<file path="config.mk">
export PLATFORM = sky130hd
export DESIGN_NAME = VideoTxCsrTop
export DESIGN_NICKNAME = d
export VERILOG_FILES = /design/src/VideoTxCsrPkg.sv /design/src/CsrBusPort.sv /design/src/DmaCtrlRegs.sv /design/src/DisplayCtrlRegs.sv /design/src/RectOverlayRegs.sv /design/src/SceneFadeRegs.sv /design/src/VideoTxCsrTop.sv
export SDC_FILE = /design/constraint.sdc
export NUM_CORES = 2
export LEC_CHECK = 0
export ABC_AREA = 1
export BUFFER_PORTS_ARGS = -buffer_cell sky130_fd_sc_hd__buf_2
export CAP_MARGIN = 10
export CORE_AREA = 2 2 285 287
export CTS_CLUSTER_DIAMETER = 30
export CTS_CLUSTER_SIZE = 16
export DETAILED_ROUTE_END_ITERATION = 6
export DIE_AREA = 0 0 287 289
export PLACE_DENSITY = 0.61
export SYNTH_ARGS = -nofsm -noshare
export SYNTH_HDL_FRONTEND = slang
export SYNTH_SLANG_ARGS = --single-unit
</file>
<file path="constraint.sdc">
create_clock -name iSCLK -period 4.2 [get_ports iSCLK]
set_input_delay 1.26 -clock iSCLK [delete_from_list [all_inputs] [get_ports iSCLK]]
set_output_delay 1.26 -clock iSCLK [all_outputs]
set_load 0.03 [all_outputs]
</file>
<file path="src/VideoTxCsrPkg.sv">
// shared widths, register offsets and reset values
// bus access and read-back structs
// control structs for dma, display, overlays and scene fade

package VideoTxCsrPkg;

	//--------------------------------------------------
	// bus and field widths
	//--------------------------------------------------
	localparam int kBusWidth        = 32;
	localparam int kOffsetWidth     = 16;	// register offset, adrs 15:0
	localparam int kBlockWidth      = 8;	// block field, adrs 23:16
	localparam logic [kBlockWidth-1:0] kBlockMap = 8'h04;
	localparam int kWriteBit        = 30;

	localparam int kDmaAdrsWidth    = 19;
	localparam int kHposWidth       = 11;
	localparam int kVposWidth       = 11;
	localparam int kColorDepth      = 24;
	localparam int kSceneTimingWidth = 7;

	localparam int kRectCount       = 7;
	localparam int kRectStride      = 5;
	// field order inside one overlay
	localparam int kFldColor        = 0;
	localparam int kFldLeft         = 1;
	localparam int kFldRight        = 2;
	localparam int kFldTop          = 3;
	localparam int kFldUnder        = 4;

	//--------------------------------------------------
	// register map
	//--------------------------------------------------
	localparam logic [kOffsetWidth-1:0] kOfsDmaEnable   = 16'h0004;
	localparam logic [kOffsetWidth-1:0] kOfsDmaCycle    = 16'h0008;
	localparam logic [kOffsetWidth-1:0] kOfsDmaStart    = 16'h000C;
	localparam logic [kOffsetWidth-1:0] kOfsDmaEnd      = 16'h0010;
	localparam logic [kOffsetWidth-1:0] kOfsDmaAdd      = 16'h0014;
	localparam logic [kOffsetWidth-1:0] kOfsVsgRst      = 16'h0020;
	localparam logic [kOffsetWidth-1:0] kOfsVpgRst      = 16'h0099;
	localparam logic [kOffsetWidth-1:0] kOfsMapSize     = 16'h0100;
	localparam logic [kOffsetWidth-1:0] kOfsRectBase    = 16'h0200;
	localparam logic [kOffsetWidth-1:0] kOfsSceneColor  = 16'h0300;
	localparam logic [kOffsetWidth-1:0] kOfsSceneTiming = 16'h0301;
	localparam logic [kOffsetWidth-1:0] kOfsSceneCtrl   = 16'h0302;
	localparam logic [kOffsetWidth-1:0] kOfsSceneStatus = 16'h0303;
	localparam logic [kOffsetWidth-1:0] kOfsHpos        = 16'h0400;
	localparam logic [kOffsetWidth-1:0] kOfsVpos        = 16'h0401;

	// 480x272 panel in 16x16 tiles
	localparam logic [7:0] kMapXReset = 8'd30;
	localparam logic [7:0] kMapYReset = 8'd17;

	//--------------------------------------------------
	// structs
	//--------------------------------------------------
	typedef struct packed {
		logic                    write;
		logic [kOffsetWidth-1:0] offset;
		logic [kBusWidth-1:0]    data;
	} csrAccess_t;

	typedef struct packed {
		logic                 hit;
		logic [kBusWidth-1:0] word;
	} csrRead_t;

	typedef struct packed {
		logic                     enable;
		logic                     cycleEnable;
		logic [kDmaAdrsWidth-1:0] adrsStart;
		logic [kDmaAdrsWidth-1:0] adrsEnd;
		logic [kDmaAdrsWidth-1:0] adrsAdd;
	} dmaCtrl_t;

	typedef struct packed {
		logic       vsgRst;
		logic       vpgRst;
		logic [7:0] mapXSize;
		logic [7:0] mapYSize;
	} displayCtrl_t;

	typedef struct packed {
		logic        [kColorDepth-1:0] color;
		logic signed [kHposWidth:0]    left;
		logic signed [kHposWidth:0]    right;
		logic signed [kVposWidth:0]    top;
		logic signed [kVposWidth:0]    under;
	} rect_t;

	typedef rect_t [kRectCount-1:0] rectSet_t;

	typedef struct packed {
		logic [kColorDepth-1:0]       color;
		logic [kSceneTimingWidth-1:0] frameTiming;	// fade step rate in frames
		logic                         addEn;
		logic                         subEn;
		logic                         rst;
	} sceneCtrl_t;

endpackage

</file>
<file path="src/CsrBusPort.sv">
// bus side of the csr block
// write strobe qualification and registered read mux

module CsrBusPort
	import VideoTxCsrPkg::*;
(
	input  logic                 iSCLK,
	input  logic [kBusWidth-1:0] sUsiAdrs,
	input  logic [kBusWidth-1:0] sUsiWd,
	output csrAccess_t           csrAccess,
	input  csrRead_t             dmaRead,
	input  csrRead_t             displayRead,
	input  csrRead_t             rectRead,
	input  csrRead_t             sceneRead,
	output logic [kBusWidth-1:0] sUsiRd
);

	logic blockHit;

	//--------------------------------------------------
	// write qualification
	//--------------------------------------------------
	assign blockHit = (sUsiAdrs[kOffsetWidth +: kBlockWidth] == kBlockMap);

	// offset goes out on reads too, banks decode it for read-back
	assign csrAccess = '{
		write:  sUsiAdrs[kWriteBit] & blockHit,
		offset: sUsiAdrs[kOffsetWidth-1:0],
		data:   sUsiWd
	};

	//--------------------------------------------------
	// read data, offset only, block field ignored
	//--------------------------------------------------
	always_ff @(posedge iSCLK)
	begin
		if (dmaRead.hit)
			sUsiRd <= dmaRead.word;
		else if (displayRead.hit)
			sUsiRd <= displayRead.word;
		else if (rectRead.hit)
			sUsiRd <= rectRead.word;
		else if (sceneRead.hit)
			sUsiRd <= sceneRead.word;
		else
			sUsiRd <= sUsiWd;	// unmapped, echo write data
	end

endmodule

</file>
<file path="src/DmaCtrlRegs.sv">
// frame-buffer dma control registers
// enable, cycle mode, start/end/add address, reload on done

module DmaCtrlRegs
	import VideoTxCsrPkg::*;
(
	input  logic       iSCLK,
	input  logic       iSRST,
	input  csrAccess_t csrAccess,
	input  logic       dmaDone,
	output dmaCtrl_t   dmaCtrl,
	output csrRead_t   dmaRead
);

	always_ff @(posedge iSCLK)
	begin
		if (iSRST)
		begin
			dmaCtrl.enable      <= 1'b0;
			dmaCtrl.cycleEnable <= 1'b0;
			dmaCtrl.adrsStart   <= '0;
			dmaCtrl.adrsEnd     <= '1;	// full buffer
			dmaCtrl.adrsAdd     <= '0;
		end
		else
		begin
			// done wins over a same-cycle enable write
			if (dmaDone)
				dmaCtrl.enable <= dmaCtrl.cycleEnable;
			else if (csrAccess.write && csrAccess.offset == kOfsDmaEnable)
				dmaCtrl.enable <= csrAccess.data[0];

			if (csrAccess.write)
			begin
				case (csrAccess.offset)
					kOfsDmaCycle: dmaCtrl.cycleEnable <= csrAccess.data[0];
					kOfsDmaStart: dmaCtrl.adrsStart <= csrAccess.data[kDmaAdrsWidth-1:0];
					kOfsDmaEnd:   dmaCtrl.adrsEnd   <= csrAccess.data[kDmaAdrsWidth-1:0];
					kOfsDmaAdd:   dmaCtrl.adrsAdd   <= csrAccess.data[kDmaAdrsWidth-1:0];
					default:      ;
				endcase
			end
		end
	end

	// read-back
	always_comb
	begin
		dmaRead.hit  = 1'b1;
		dmaRead.word = '0;
		case (csrAccess.offset)
			kOfsDmaEnable: dmaRead.word = kBusWidth'(dmaCtrl.enable);
			kOfsDmaCycle:  dmaRead.word = kBusWidth'(dmaCtrl.cycleEnable);
			kOfsDmaStart:  dmaRead.word = kBusWidth'(dmaCtrl.adrsStart);
			kOfsDmaEnd:    dmaRead.word = kBusWidth'(dmaCtrl.adrsEnd);
			kOfsDmaAdd:    dmaRead.word = kBusWidth'(dmaCtrl.adrsAdd);
			default:       dmaRead.hit  = 1'b0;
		endcase
	end

endmodule

</file>
<file path="src/DisplayCtrlRegs.sv">
// display control registers
// sync and pattern unit resets, tile map size, pixel position read-back

module DisplayCtrlRegs
	import VideoTxCsrPkg::*;
(
	input  logic                  iSCLK,
	input  logic                  iSRST,
	input  csrAccess_t            csrAccess,
	input  logic [kHposWidth-1:0] pdpHpos,
	input  logic [kVposWidth-1:0] pdpVpos,
	output displayCtrl_t          displayCtrl,
	output csrRead_t              displayRead
);

	always_ff @(posedge iSCLK)
	begin
		if (iSRST)
		begin
			displayCtrl.vsgRst   <= 1'b1;	// sync gen held in reset
			displayCtrl.vpgRst   <= 1'b0;
			displayCtrl.mapXSize <= kMapXReset;
			displayCtrl.mapYSize <= kMapYReset;
		end
		else if (csrAccess.write)
		begin
			case (csrAccess.offset)
				kOfsVsgRst: displayCtrl.vsgRst <= csrAccess.data[0];
				kOfsVpgRst: displayCtrl.vpgRst <= csrAccess.data[0];
				kOfsMapSize:
				begin
					displayCtrl.mapXSize <= csrAccess.data[15:8];
					displayCtrl.mapYSize <= csrAccess.data[7:0];
				end
				default: ;
			endcase
		end
	end

	//--------------------------------------------------
	// read-back, position is live from the pixel pipe
	//--------------------------------------------------
	always_comb
	begin
		displayRead.hit  = 1'b1;
		displayRead.word = '0;
		case (csrAccess.offset)
			kOfsVsgRst:  displayRead.word = kBusWidth'(displayCtrl.vsgRst);
			kOfsVpgRst:  displayRead.word = kBusWidth'(displayCtrl.vpgRst);
			kOfsMapSize: displayRead.word = kBusWidth'({displayCtrl.mapXSize,
				displayCtrl.mapYSize});
			kOfsHpos:    displayRead.word = kBusWidth'(pdpHpos);
			kOfsVpos:    displayRead.word = kBusWidth'(pdpVpos);
			default:     displayRead.hit  = 1'b0;
		endcase
	end

endmodule

</file>
<file path="src/RectOverlayRegs.sv">
// solid colour rectangle overlay registers
// colour and four edges per overlay, kRectCount overlays
// overlay n field f lives at base + n*stride + f

module RectOverlayRegs
	import VideoTxCsrPkg::*;
(
	input  logic       iSCLK,
	input  logic       iSRST,
	input  csrAccess_t csrAccess,
	output rectSet_t   rectSet,
	output csrRead_t   rectRead
);

	function automatic logic [kOffsetWidth-1:0] rectOfs(input int n, input int f);
		return kOffsetWidth'(kOfsRectBase + n * kRectStride + f);
	endfunction

	//--------------------------------------------------
	// write
	//--------------------------------------------------
	always_ff @(posedge iSCLK)
	begin
		if (iSRST)
			rectSet <= '0;
		else if (csrAccess.write)
		begin
			for (int n = 0; n < kRectCount; n++)
			begin
				if (csrAccess.offset == rectOfs(n, kFldColor))
					rectSet[n].color <= csrAccess.data[kColorDepth-1:0];
				if (csrAccess.offset == rectOfs(n, kFldLeft))
					rectSet[n].left <= csrAccess.data[kHposWidth:0];	// low bits, signed
				if (csrAccess.offset == rectOfs(n, kFldRight))
					rectSet[n].right <= csrAccess.data[kHposWidth:0];
				if (csrAccess.offset == rectOfs(n, kFldTop))
					rectSet[n].top <= csrAccess.data[kVposWidth:0];
				if (csrAccess.offset == rectOfs(n, kFldUnder))
					rectSet[n].under <= csrAccess.data[kVposWidth:0];
			end
		end
	end

	//--------------------------------------------------
	// read-back
	//--------------------------------------------------
	// edges read back zero-extended, not sign-extended
	always_comb
	begin
		rectRead.hit  = 1'b0;
		rectRead.word = '0;
		for (int n = 0; n < kRectCount; n++)
		begin
			if (csrAccess.offset == rectOfs(n, kFldColor))
			begin
				rectRead.hit  = 1'b1;
				rectRead.word = kBusWidth'(rectSet[n].color);
			end
			if (csrAccess.offset == rectOfs(n, kFldLeft))
			begin
				rectRead.hit  = 1'b1;
				rectRead.word = kBusWidth'($unsigned(rectSet[n].left));
			end
			if (csrAccess.offset == rectOfs(n, kFldRight))
			begin
				rectRead.hit  = 1'b1;
				rectRead.word = kBusWidth'($unsigned(rectSet[n].right));
			end
			if (csrAccess.offset == rectOfs(n, kFldTop))
			begin
				rectRead.hit  = 1'b1;
				rectRead.word = kBusWidth'($unsigned(rectSet[n].top));
			end
			if (csrAccess.offset == rectOfs(n, kFldUnder))
			begin
				rectRead.hit  = 1'b1;
				rectRead.word = kBusWidth'($unsigned(rectSet[n].under));
			end
		end
	end

endmodule

</file>
<file path="src/SceneFadeRegs.sv">
// scene fade registers
// fade colour, frame timing, add/sub/rst control, alpha limit status

module SceneFadeRegs
	import VideoTxCsrPkg::*;
(
	input  logic       iSCLK,
	input  logic       iSRST,
	input  csrAccess_t csrAccess,
	input  logic       sceneAlphaMax,
	input  logic       sceneAlphaMin,
	output sceneCtrl_t sceneCtrl,
	output csrRead_t   sceneRead
);

	always_ff @(posedge iSCLK)
	begin
		if (iSRST)
		begin
			sceneCtrl.color       <= '0;
			sceneCtrl.frameTiming <= '0;
			sceneCtrl.addEn       <= 1'b0;
			sceneCtrl.subEn       <= 1'b0;
			sceneCtrl.rst         <= 1'b1;	// fade unit starts in reset
		end
		else if (csrAccess.write)
		begin
			case (csrAccess.offset)
				kOfsSceneColor:  sceneCtrl.color <= csrAccess.data[kColorDepth-1:0];
				kOfsSceneTiming:
					sceneCtrl.frameTiming <= csrAccess.data[kSceneTimingWidth-1:0];
				kOfsSceneCtrl:
				begin
					sceneCtrl.addEn <= csrAccess.data[0];
					sceneCtrl.subEn <= csrAccess.data[1];
					sceneCtrl.rst   <= csrAccess.data[2];
				end
				default: ;
			endcase
		end
	end

	//--------------------------------------------------
	// read-back
	//--------------------------------------------------
	always_comb
	begin
		sceneRead.hit  = 1'b1;
		sceneRead.word = '0;
		case (csrAccess.offset)
			kOfsSceneColor:  sceneRead.word = kBusWidth'(sceneCtrl.color);
			kOfsSceneTiming: sceneRead.word = kBusWidth'(sceneCtrl.frameTiming);
			kOfsSceneCtrl:
				sceneRead.word = kBusWidth'({sceneCtrl.rst, sceneCtrl.subEn, sceneCtrl.addEn});
			// live status from the fade unit
			kOfsSceneStatus: sceneRead.word = kBusWidth'({sceneAlphaMax, sceneAlphaMin});
			default:         sceneRead.hit  = 1'b0;
		endcase
	end

endmodule

</file>
<file path="src/VideoTxCsrTop.sv">
// csr block top for the video transmit path
// bus port plus dma, display, overlay and scene register banks

module VideoTxCsrTop
	import VideoTxCsrPkg::*;
(
	input  logic                  iSCLK,
	input  logic                  iSRST,
	// bus
	input  logic [kBusWidth-1:0]  sUsiAdrs,
	input  logic [kBusWidth-1:0]  sUsiWd,
	output logic [kBusWidth-1:0]  sUsiRd,
	// dma
	input  logic                  dmaDone,
	output dmaCtrl_t              dmaCtrl,
	// display
	output displayCtrl_t          displayCtrl,
	input  logic [kHposWidth-1:0] pdpHpos,
	input  logic [kVposWidth-1:0] pdpVpos,
	// overlays
	output rectSet_t              rectSet,
	// scene fade
	output sceneCtrl_t            sceneCtrl,
	input  logic                  sceneAlphaMax,
	input  logic                  sceneAlphaMin
);

	csrAccess_t csrAccess;
	csrRead_t   dmaRead;
	csrRead_t   displayRead;
	csrRead_t   rectRead;
	csrRead_t   sceneRead;

	CsrBusPort u_busPort (
		.iSCLK       (iSCLK),
		.sUsiAdrs    (sUsiAdrs),
		.sUsiWd      (sUsiWd),
		.csrAccess   (csrAccess),
		.dmaRead     (dmaRead),
		.displayRead (displayRead),
		.rectRead    (rectRead),
		.sceneRead   (sceneRead),
		.sUsiRd      (sUsiRd)
	);

	DmaCtrlRegs u_dmaRegs (
		.iSCLK     (iSCLK),
		.iSRST     (iSRST),
		.csrAccess (csrAccess),
		.dmaDone   (dmaDone),
		.dmaCtrl   (dmaCtrl),
		.dmaRead   (dmaRead)
	);

	DisplayCtrlRegs u_displayRegs (
		.iSCLK       (iSCLK),
		.iSRST       (iSRST),
		.csrAccess   (csrAccess),
		.pdpHpos     (pdpHpos),
		.pdpVpos     (pdpVpos),
		.displayCtrl (displayCtrl),
		.displayRead (displayRead)
	);

	RectOverlayRegs u_rectRegs (
		.iSCLK     (iSCLK),
		.iSRST     (iSRST),
		.csrAccess (csrAccess),
		.rectSet   (rectSet),
		.rectRead  (rectRead)
	);

	SceneFadeRegs u_sceneRegs (
		.iSCLK         (iSCLK),
		.iSRST         (iSRST),
		.csrAccess     (csrAccess),
		.sceneAlphaMax (sceneAlphaMax),
		.sceneAlphaMin (sceneAlphaMin),
		.sceneCtrl     (sceneCtrl),
		.sceneRead     (sceneRead)
	);

endmodule

</file>
# == Yosys cells after proc, flatten, opt, wreduce, memory -nomap -nowiden ==
# Index checks and enable logic that the tools add are counted.
# op_classes
eq_ne,50
n_mux,47
n_bitwise,1
reduce_logical,50
# ops
operator,count
$mux 33,35
$eq 16x10->1 const B,39
$mux 32,4
$pmux 24 s4,1
$pmux 19 s5,1
$reduce_and 2->1,45
$pmux 16 s5,1
$eq 16x11->1 const B,2
$eq 16x4->1 const B,2
$eq 16x5->1 const B,2
$eq 16x3->1 const B,1
$eq 16x6->1 const B,1
$eq 16x8->1 const B,1
$eq 16x9->1 const B,1
$reduce_or 5->1,2
$eq 8x3->1 const B,1
$mux 1,5
$reduce_or 4->1,1
$reduce_bool 2->1,1
$and 1x1->1,1
$logic_and 1x1->1,1
# word_totals
reg_bits,647
inputBits,91
out_inout_bits,647
elab_cells,198

# == Logic depth before layout (Yosys ltp) ==
# logic_depth
ltp_word,39
depth_mapped,39
mapped_depth_nobuf,39

# == Cells and area by module ==
# A second synthesis with hierarchy kept.
# hier_totals
hier_cells,4780
hier_area_um2,32643.8
# by_module_without_submodules
module,instances,cells_each,area_each_um2,seq_area_each_um2
RectOverlayRegs,1,3315,23626.4,10089.7
DmaCtrlRegs,1,450,2987.9,1181.1
CsrBusPort,1,501,2877.8,640.6
SceneFadeRegs,1,290,1834.3,680.7
DisplayCtrlRegs,1,224,1317.5,360.3

# == Worst setup path before layout ==
# No wires, ideal clock.
# synth_path
kind,in2reg
start,in sUsiAdrs[15]
end,reg u_busPort.sUsiRd[5]
setup_time_ps,123
t_arrival_ps,3617
required_ps,4077
setup_slack_ps,459
stages,33
path_buffers,3
cell_sequence,nor2_1 > nand2_2 > nor2_8 > nand2_8 > buf_6 > nor2_2 > inv_1 > buf_2 > buf_2 > o21ai_0 > inv_1 > nand2_1 > nand3b_1 > nand2_1 > nand2_1 > nand2_1 > nand3_1 > nand2_1 > nand2_1 > nand2_1 > nand2_1 > nand2_1 > nand2_1 > nand2_1 > nand2_1 > nand2_1 > nand2_1 > nand2_1 > nand2_1 > nand2_1 > nand2_1 > nand2_1 > a21oi_1
# synth_via
elab_chain_len,39
elab_cells_between_ends,97
classes_between,eq/ne (49); mux (45); reduce/logical (3)
# synth_lines
element,line_no,rtl
start: declaration,VideoTxCsrTop.sv:10,"input logic [kBusWidth-1:0] sUsiAdrs,"
$eq 16x10->1,RectOverlayRegs.sv:54,"if (csrAccess.offset == rectOfs(n, kFldColor))"
$mux 33,RectOverlayRegs.sv:54,
$mux 33,RectOverlayRegs.sv:59,"if (csrAccess.offset == rectOfs(n, kFldLeft))"
$mux 33,RectOverlayRegs.sv:64,"if (csrAccess.offset == rectOfs(n, kFldRight))"
$mux 33,RectOverlayRegs.sv:69,"if (csrAccess.offset == rectOfs(n, kFldTop))"
$mux 33,RectOverlayRegs.sv:74,"if (csrAccess.offset == rectOfs(n, kFldUnder))"
$mux 33,RectOverlayRegs.sv:54,
$mux 33,RectOverlayRegs.sv:59,
(+23 left out),--,
$mux 33,RectOverlayRegs.sv:54,
$mux 33,RectOverlayRegs.sv:59,
$mux 33,RectOverlayRegs.sv:64,
$mux 33,RectOverlayRegs.sv:69,
$mux 33,RectOverlayRegs.sv:74,
$mux 32,CsrBusPort.sv:41,else if (rectRead.hit)
$mux 32,CsrBusPort.sv:39,else if (displayRead.hit)
$mux 32 (*),CsrBusPort.sv:37,if (dmaRead.hit)
end signal: assignment,CsrBusPort.sv:38,sUsiRd <= dmaRead.word;
end signal: assignment,CsrBusPort.sv:40,sUsiRd <= displayRead.word;
end signal: assignment,CsrBusPort.sv:42,sUsiRd <= rectRead.word;
end: declaration,CsrBusPort.sv:15,output logic [kBusWidth-1:0] sUsiRd
# Every way passes the cells marked *; elsewhere a longest branch is shown, timed or not.
# A chain may end at the register's enable or synchronous reset.

# == Worst setup path in the final report ==
# layout_path
start,in sUsiAdrs[11]
end,reg u_busPort.sUsiRd[6]
# The elaborated chain is that of the path after synthesis.

==> summary.txt <==
Worst setup path
  • CP max-delay cell: nor2_8
  • WP data arrival: 4770 ps
  • Reg-to-reg slack, setup: 1210 ps
  • Max incr delay on CP: 180 ps
  • Crit path max fanout: 7
  • Startpoint Class: input pin
  • CP endpoint kind: flip-flop
  • WS Path Type: in2reg
  • Reg2Reg Depth: 30
  • R2r endpoint: u_busPort.sUsiRd[6]
  • CP required: 4810 ps
  • Worst r2r src: u_rectRegs.rectSet[42]
  • Most frequent CP cell: nand2_1

Yosys
  • Warnings, synthesis: 0
  • Sequential-to-total area share from yosys stat: 0.461
  • Seq cells post-synth: 647
  • Area of the mapped netlist: 28100 um2
  • Avg Cell Area, Syn: 7.25 um2
  • Cell variety after synth: 51
  • Synth Instances: 3877
  • Syn Nets: 3968

Timing
  • Max Freq: 240 MHz
  • Setup violators final: 0
  • Final clock skew: 45.0 ps
  • Unrepaired setup endpoints after global routing: yes
  • Tcrit/Tclk final: 0.991
  • Tightest Pin Transition: 1130 ps
  • Hold Vio Cnt, Final: 0
  • Setup WS post-layout: 37.5 ps
  • Pins over their slew limit: 0
  • Crit path time final: 4160 ps
  • Relative slew slack: 0.243

Placed design
  • Gpl congestion: 0.967
  • Placed inst area: 34900 um2
  • Port Buffers: 730
  • Pre-CTS setup slack: -798 ps
  • Hpwl dp: 110000 um

Worst hold path
  • Hold Crit Class: reg2reg
  • HP Start: u_dmaRegs.dmaCtrl[19]
  • Min-Delay Path Depth: 2
  • Hold endpoint: u_dmaRegs.dmaCtrl[19]

GRT
  • Busiest grt layer: met2
  • Initial antenna violation count: 15
  • GRT Overall Usage: 0.340
  • Routing usage on met1: 0.436
  • Largest net degree at the start of global routing: 116
  • Met3 Track Usage GR: 0.0935
  • Met2 Track Usage GR: 0.524
  • Global route total overflow: 0
  • First-pass GRT wire length: 208000 um
  • Vias in the first global route: 30.5k

Clock tree
  • CTS tree: done
  • Root Buffer: clkbuf_16
  • TritonCTS Buffers: 149
  • Cts hold-fix bufs: 0
  • Clock Latency Late Sink: 740 ps
  • Clock Path Buffers: 3
  • Clk slew on worst S/H paths: 50 ps
  • H-tree levels: 4
  • TritonCTS Sinks: 647

Detailed routing
  • DR WL/cell: 24.9 um
  • Initial DRC count: 3522
  • DRC Markers: 0
  • Post-Route WL: 149000 um
  • DRT Pass-1 Iters: 6
  • ANT nets after route: 0
  • Number of vias per cell: 5.54
  • DR vias: 33.3k

Floorplanning
  • Die span in x: 287 um
  • CORE AREA: 79900 um2
  • Initial core utilization: 0.352
  • Die footprint: 82900 um2
  • Top-Level Pins: 738
  • DIE HEIGHT: 289 um
  • Std cell rows: 104

Pwr
  • Power per Cell Area: 466 nW/um2
  • VDD IR max: 304 uV
  • Leakage: 19.5 nW

Finish
  • Layout area overhead: 46.0%
  • Register area: 13000 um2
  • Post-layout net count: 4913
  • # fillers: 7720
  • Proportion of layout cells with a drive suffix above 1: 0.326
  • Multi-input gate area in the final layout: 13500 um2
  • Final Cell Area: 41000 um2

Job
  • Max-cap viol count: 0

Status
  • Outcome: complete, no violations
==> placed cells by master, fill, tap and decap left out, types with 7 or more instances in the layout <==
| cell type | instances |
|---|---|
| a22o_1 | 15 |
| a221oi_1 | 39 |
| a32o_1 | 10 |
| nand2_1 | 506 |
| buf_4 | 336 |
| nand2_2 | 132 |
| clkbuf_1 | 12 |
| o21ai_0 | 593 |
| dfxtp_1 | 647 |
| inv_1 | 240 |
| a21oi_1 | 601 |
| clkbuf_8 | 19 |
| nand3_1 | 43 |
| inv_2 | 28 |
| buf_12 | 24 |
| nor2_4 | 12 |
| nand4_1 | 45 |
| a31oi_1 | 16 |
| or2_2 | 16 |
| nor2_2 | 20 |
| buf_6 | 11 |
| clkinv_2 | 20 |
| clkinv_1 | 9 |
| nand3_2 | 18 |
| nor2_1 | 349 |
| clkinvlp_4 | 15 |
| clkinv_4 | 10 |
| a211oi_1 | 94 |
| inv_6 | 13 |
| buf_2 | 730 |
| diode_2 | 7 |
| nor3_1 | 32 |
| clkbuf_16 | 150 |
| bufinv_16 | 22 |
| o211ai_1 | 28 |
| o21ai_1 | 7 |
==> metal layers <==
metal | vias up | share of wire
li1 | 15200 | -
met1 | 15800 | 0.40
met2 | 1911 | 0.44
met3 | 373 | 0.10
met4 | 4 | 0.053
met5 | - | 0.00017
==> state kept, by name, summed over array words and instances, names as in the netlist <==
name	count
u_busPort.sUsiRd	32
u_displayRegs.displayCtrl	18
u_dmaRegs.dmaCtrl	59
u_rectRegs.rectSet	504
u_sceneRegs.sceneCtrl	34
==> synth_stat cells (all sizes together) <==
library cell | number | area (um2)
a2111oi | 1 | 8.76
a211oi | 94 | 706
a21oi | 604 | 3020
a221oi | 39 | 342
a22o | 15 | 131
a22oi | 2 | 15.0
a31o | 1 | 8.76
a31oi | 16 | 100
a32o | 10 | 100
a32oi | 4 | 35.0
a41o | 3 | 30.0
buf | 34 | 181
clkbuf | 276 | 1040
clkinv | 15 | 56.3
dfxtp | 647 | 13000
inv | 265 | 997
mux2i | 6 | 60.1
nand2 | 644 | 2440
nand3 | 63 | 320
nand3b | 4 | 30.0
nand4 | 45 | 282
nor2 | 382 | 1530
nor3 | 34 | 175
nor3b | 1 | 7.51
nor4 | 7 | 58.8
o2111a | 1 | 11.3
o2111ai | 3 | 26.3
o211ai | 28 | 210
o21ai | 601 | 3010
o21bai | 1 | 11.3
o22ai | 3 | 18.8
o2bb2ai | 3 | 26.3
o311ai | 2 | 17.5
o31ai | 1 | 7.51
o41ai | 2 | 17.5
or2 | 20 | 125
==> kinds of logic after synthesis <==
kind of cell,count (synthesis),synth area share
AO/OA/AOI/OAI,1434,0.279
buffers and inverters,590,0.0808
AND/OR/NAND/NOR,1200,0.177
flip-flops,647,0.461
multiplexers,6,0.00214
==> report_power, final <==
| part | switching, mW | internal [mW] |
|---|---|---|
| combinational | 0.442 | 0.137 |
| clock | 4.07 | 8.31 |
| sequential | 0.00495 | 6.17 |
==> metrics by stage <==
step           total power, mW  hold slack (ps)  TNS [ps]  instances  utilization
3_5_place_dp              6.85              492    -15700       5715        0.436
6_report                  19.1              501         0       6010        0.514
4_1_cts                   19.2              503         0       5990        0.505
2_1_floorplan             6.54              615         0       3877            -
3_3_place_gp              6.85              478    -15290       5715        0.436
5_1_grt                   19.5              521      -244       6005        0.513
==> critical path, delay by kind of cell <==
| family | cells | cell delay, ps |
|---|---|---|
| buffers and inverters | 4 | 450 |
| AOI/OAI and AO/OA | 2 | 140 |
| and+or+nand+nor | 31 | 2900 |
==> worst max path at each step <==
stage	from	endpoint	slack, ps
2_1_floorplan	sUsiAdrs[15]	u_busPort.sUsiRd[5]	460
5_1_grt	sUsiAdrs[11]	u_busPort.sUsiRd[4]	-60
3_3_place_gp	sUsiAdrs[10]	u_busPort.sUsiRd[8]	-810
4_1_cts	sUsiAdrs[13]	u_busPort.sUsiRd[4]	4
3_5_place_dp	sUsiAdrs[10]	u_busPort.sUsiRd[4]	-800
6_report	sUsiAdrs[11]	u_busPort.sUsiRd[6]	40
==> layout make-up <==
cell class / count / area share
sequential: 647 / 0.316
antenna: 7 / 0.000427
timing repair inverter: 1 / 0.000152
timing repair buffer: 1102 / 0.166
multi-input combinational: 2641 / 0.328
inverter: 280 / 0.0260
clock buffer: 181 / 0.0989
clock inverter: 91 / 0.0330
tap: 1060 / 0.0323
==> what timing repair did <==
| item | CTS | global route |
|---|---|---|
| pin swaps | 2 | 71 |
| buffers inserted | 2 | 11 |
| gates resized for setup | 1 | 193 |
| setup endpoints to repair | 8 | 13 |
| gates cloned | 1 | 2 |
Note: power is estimated with default switching activity, not from simulation.
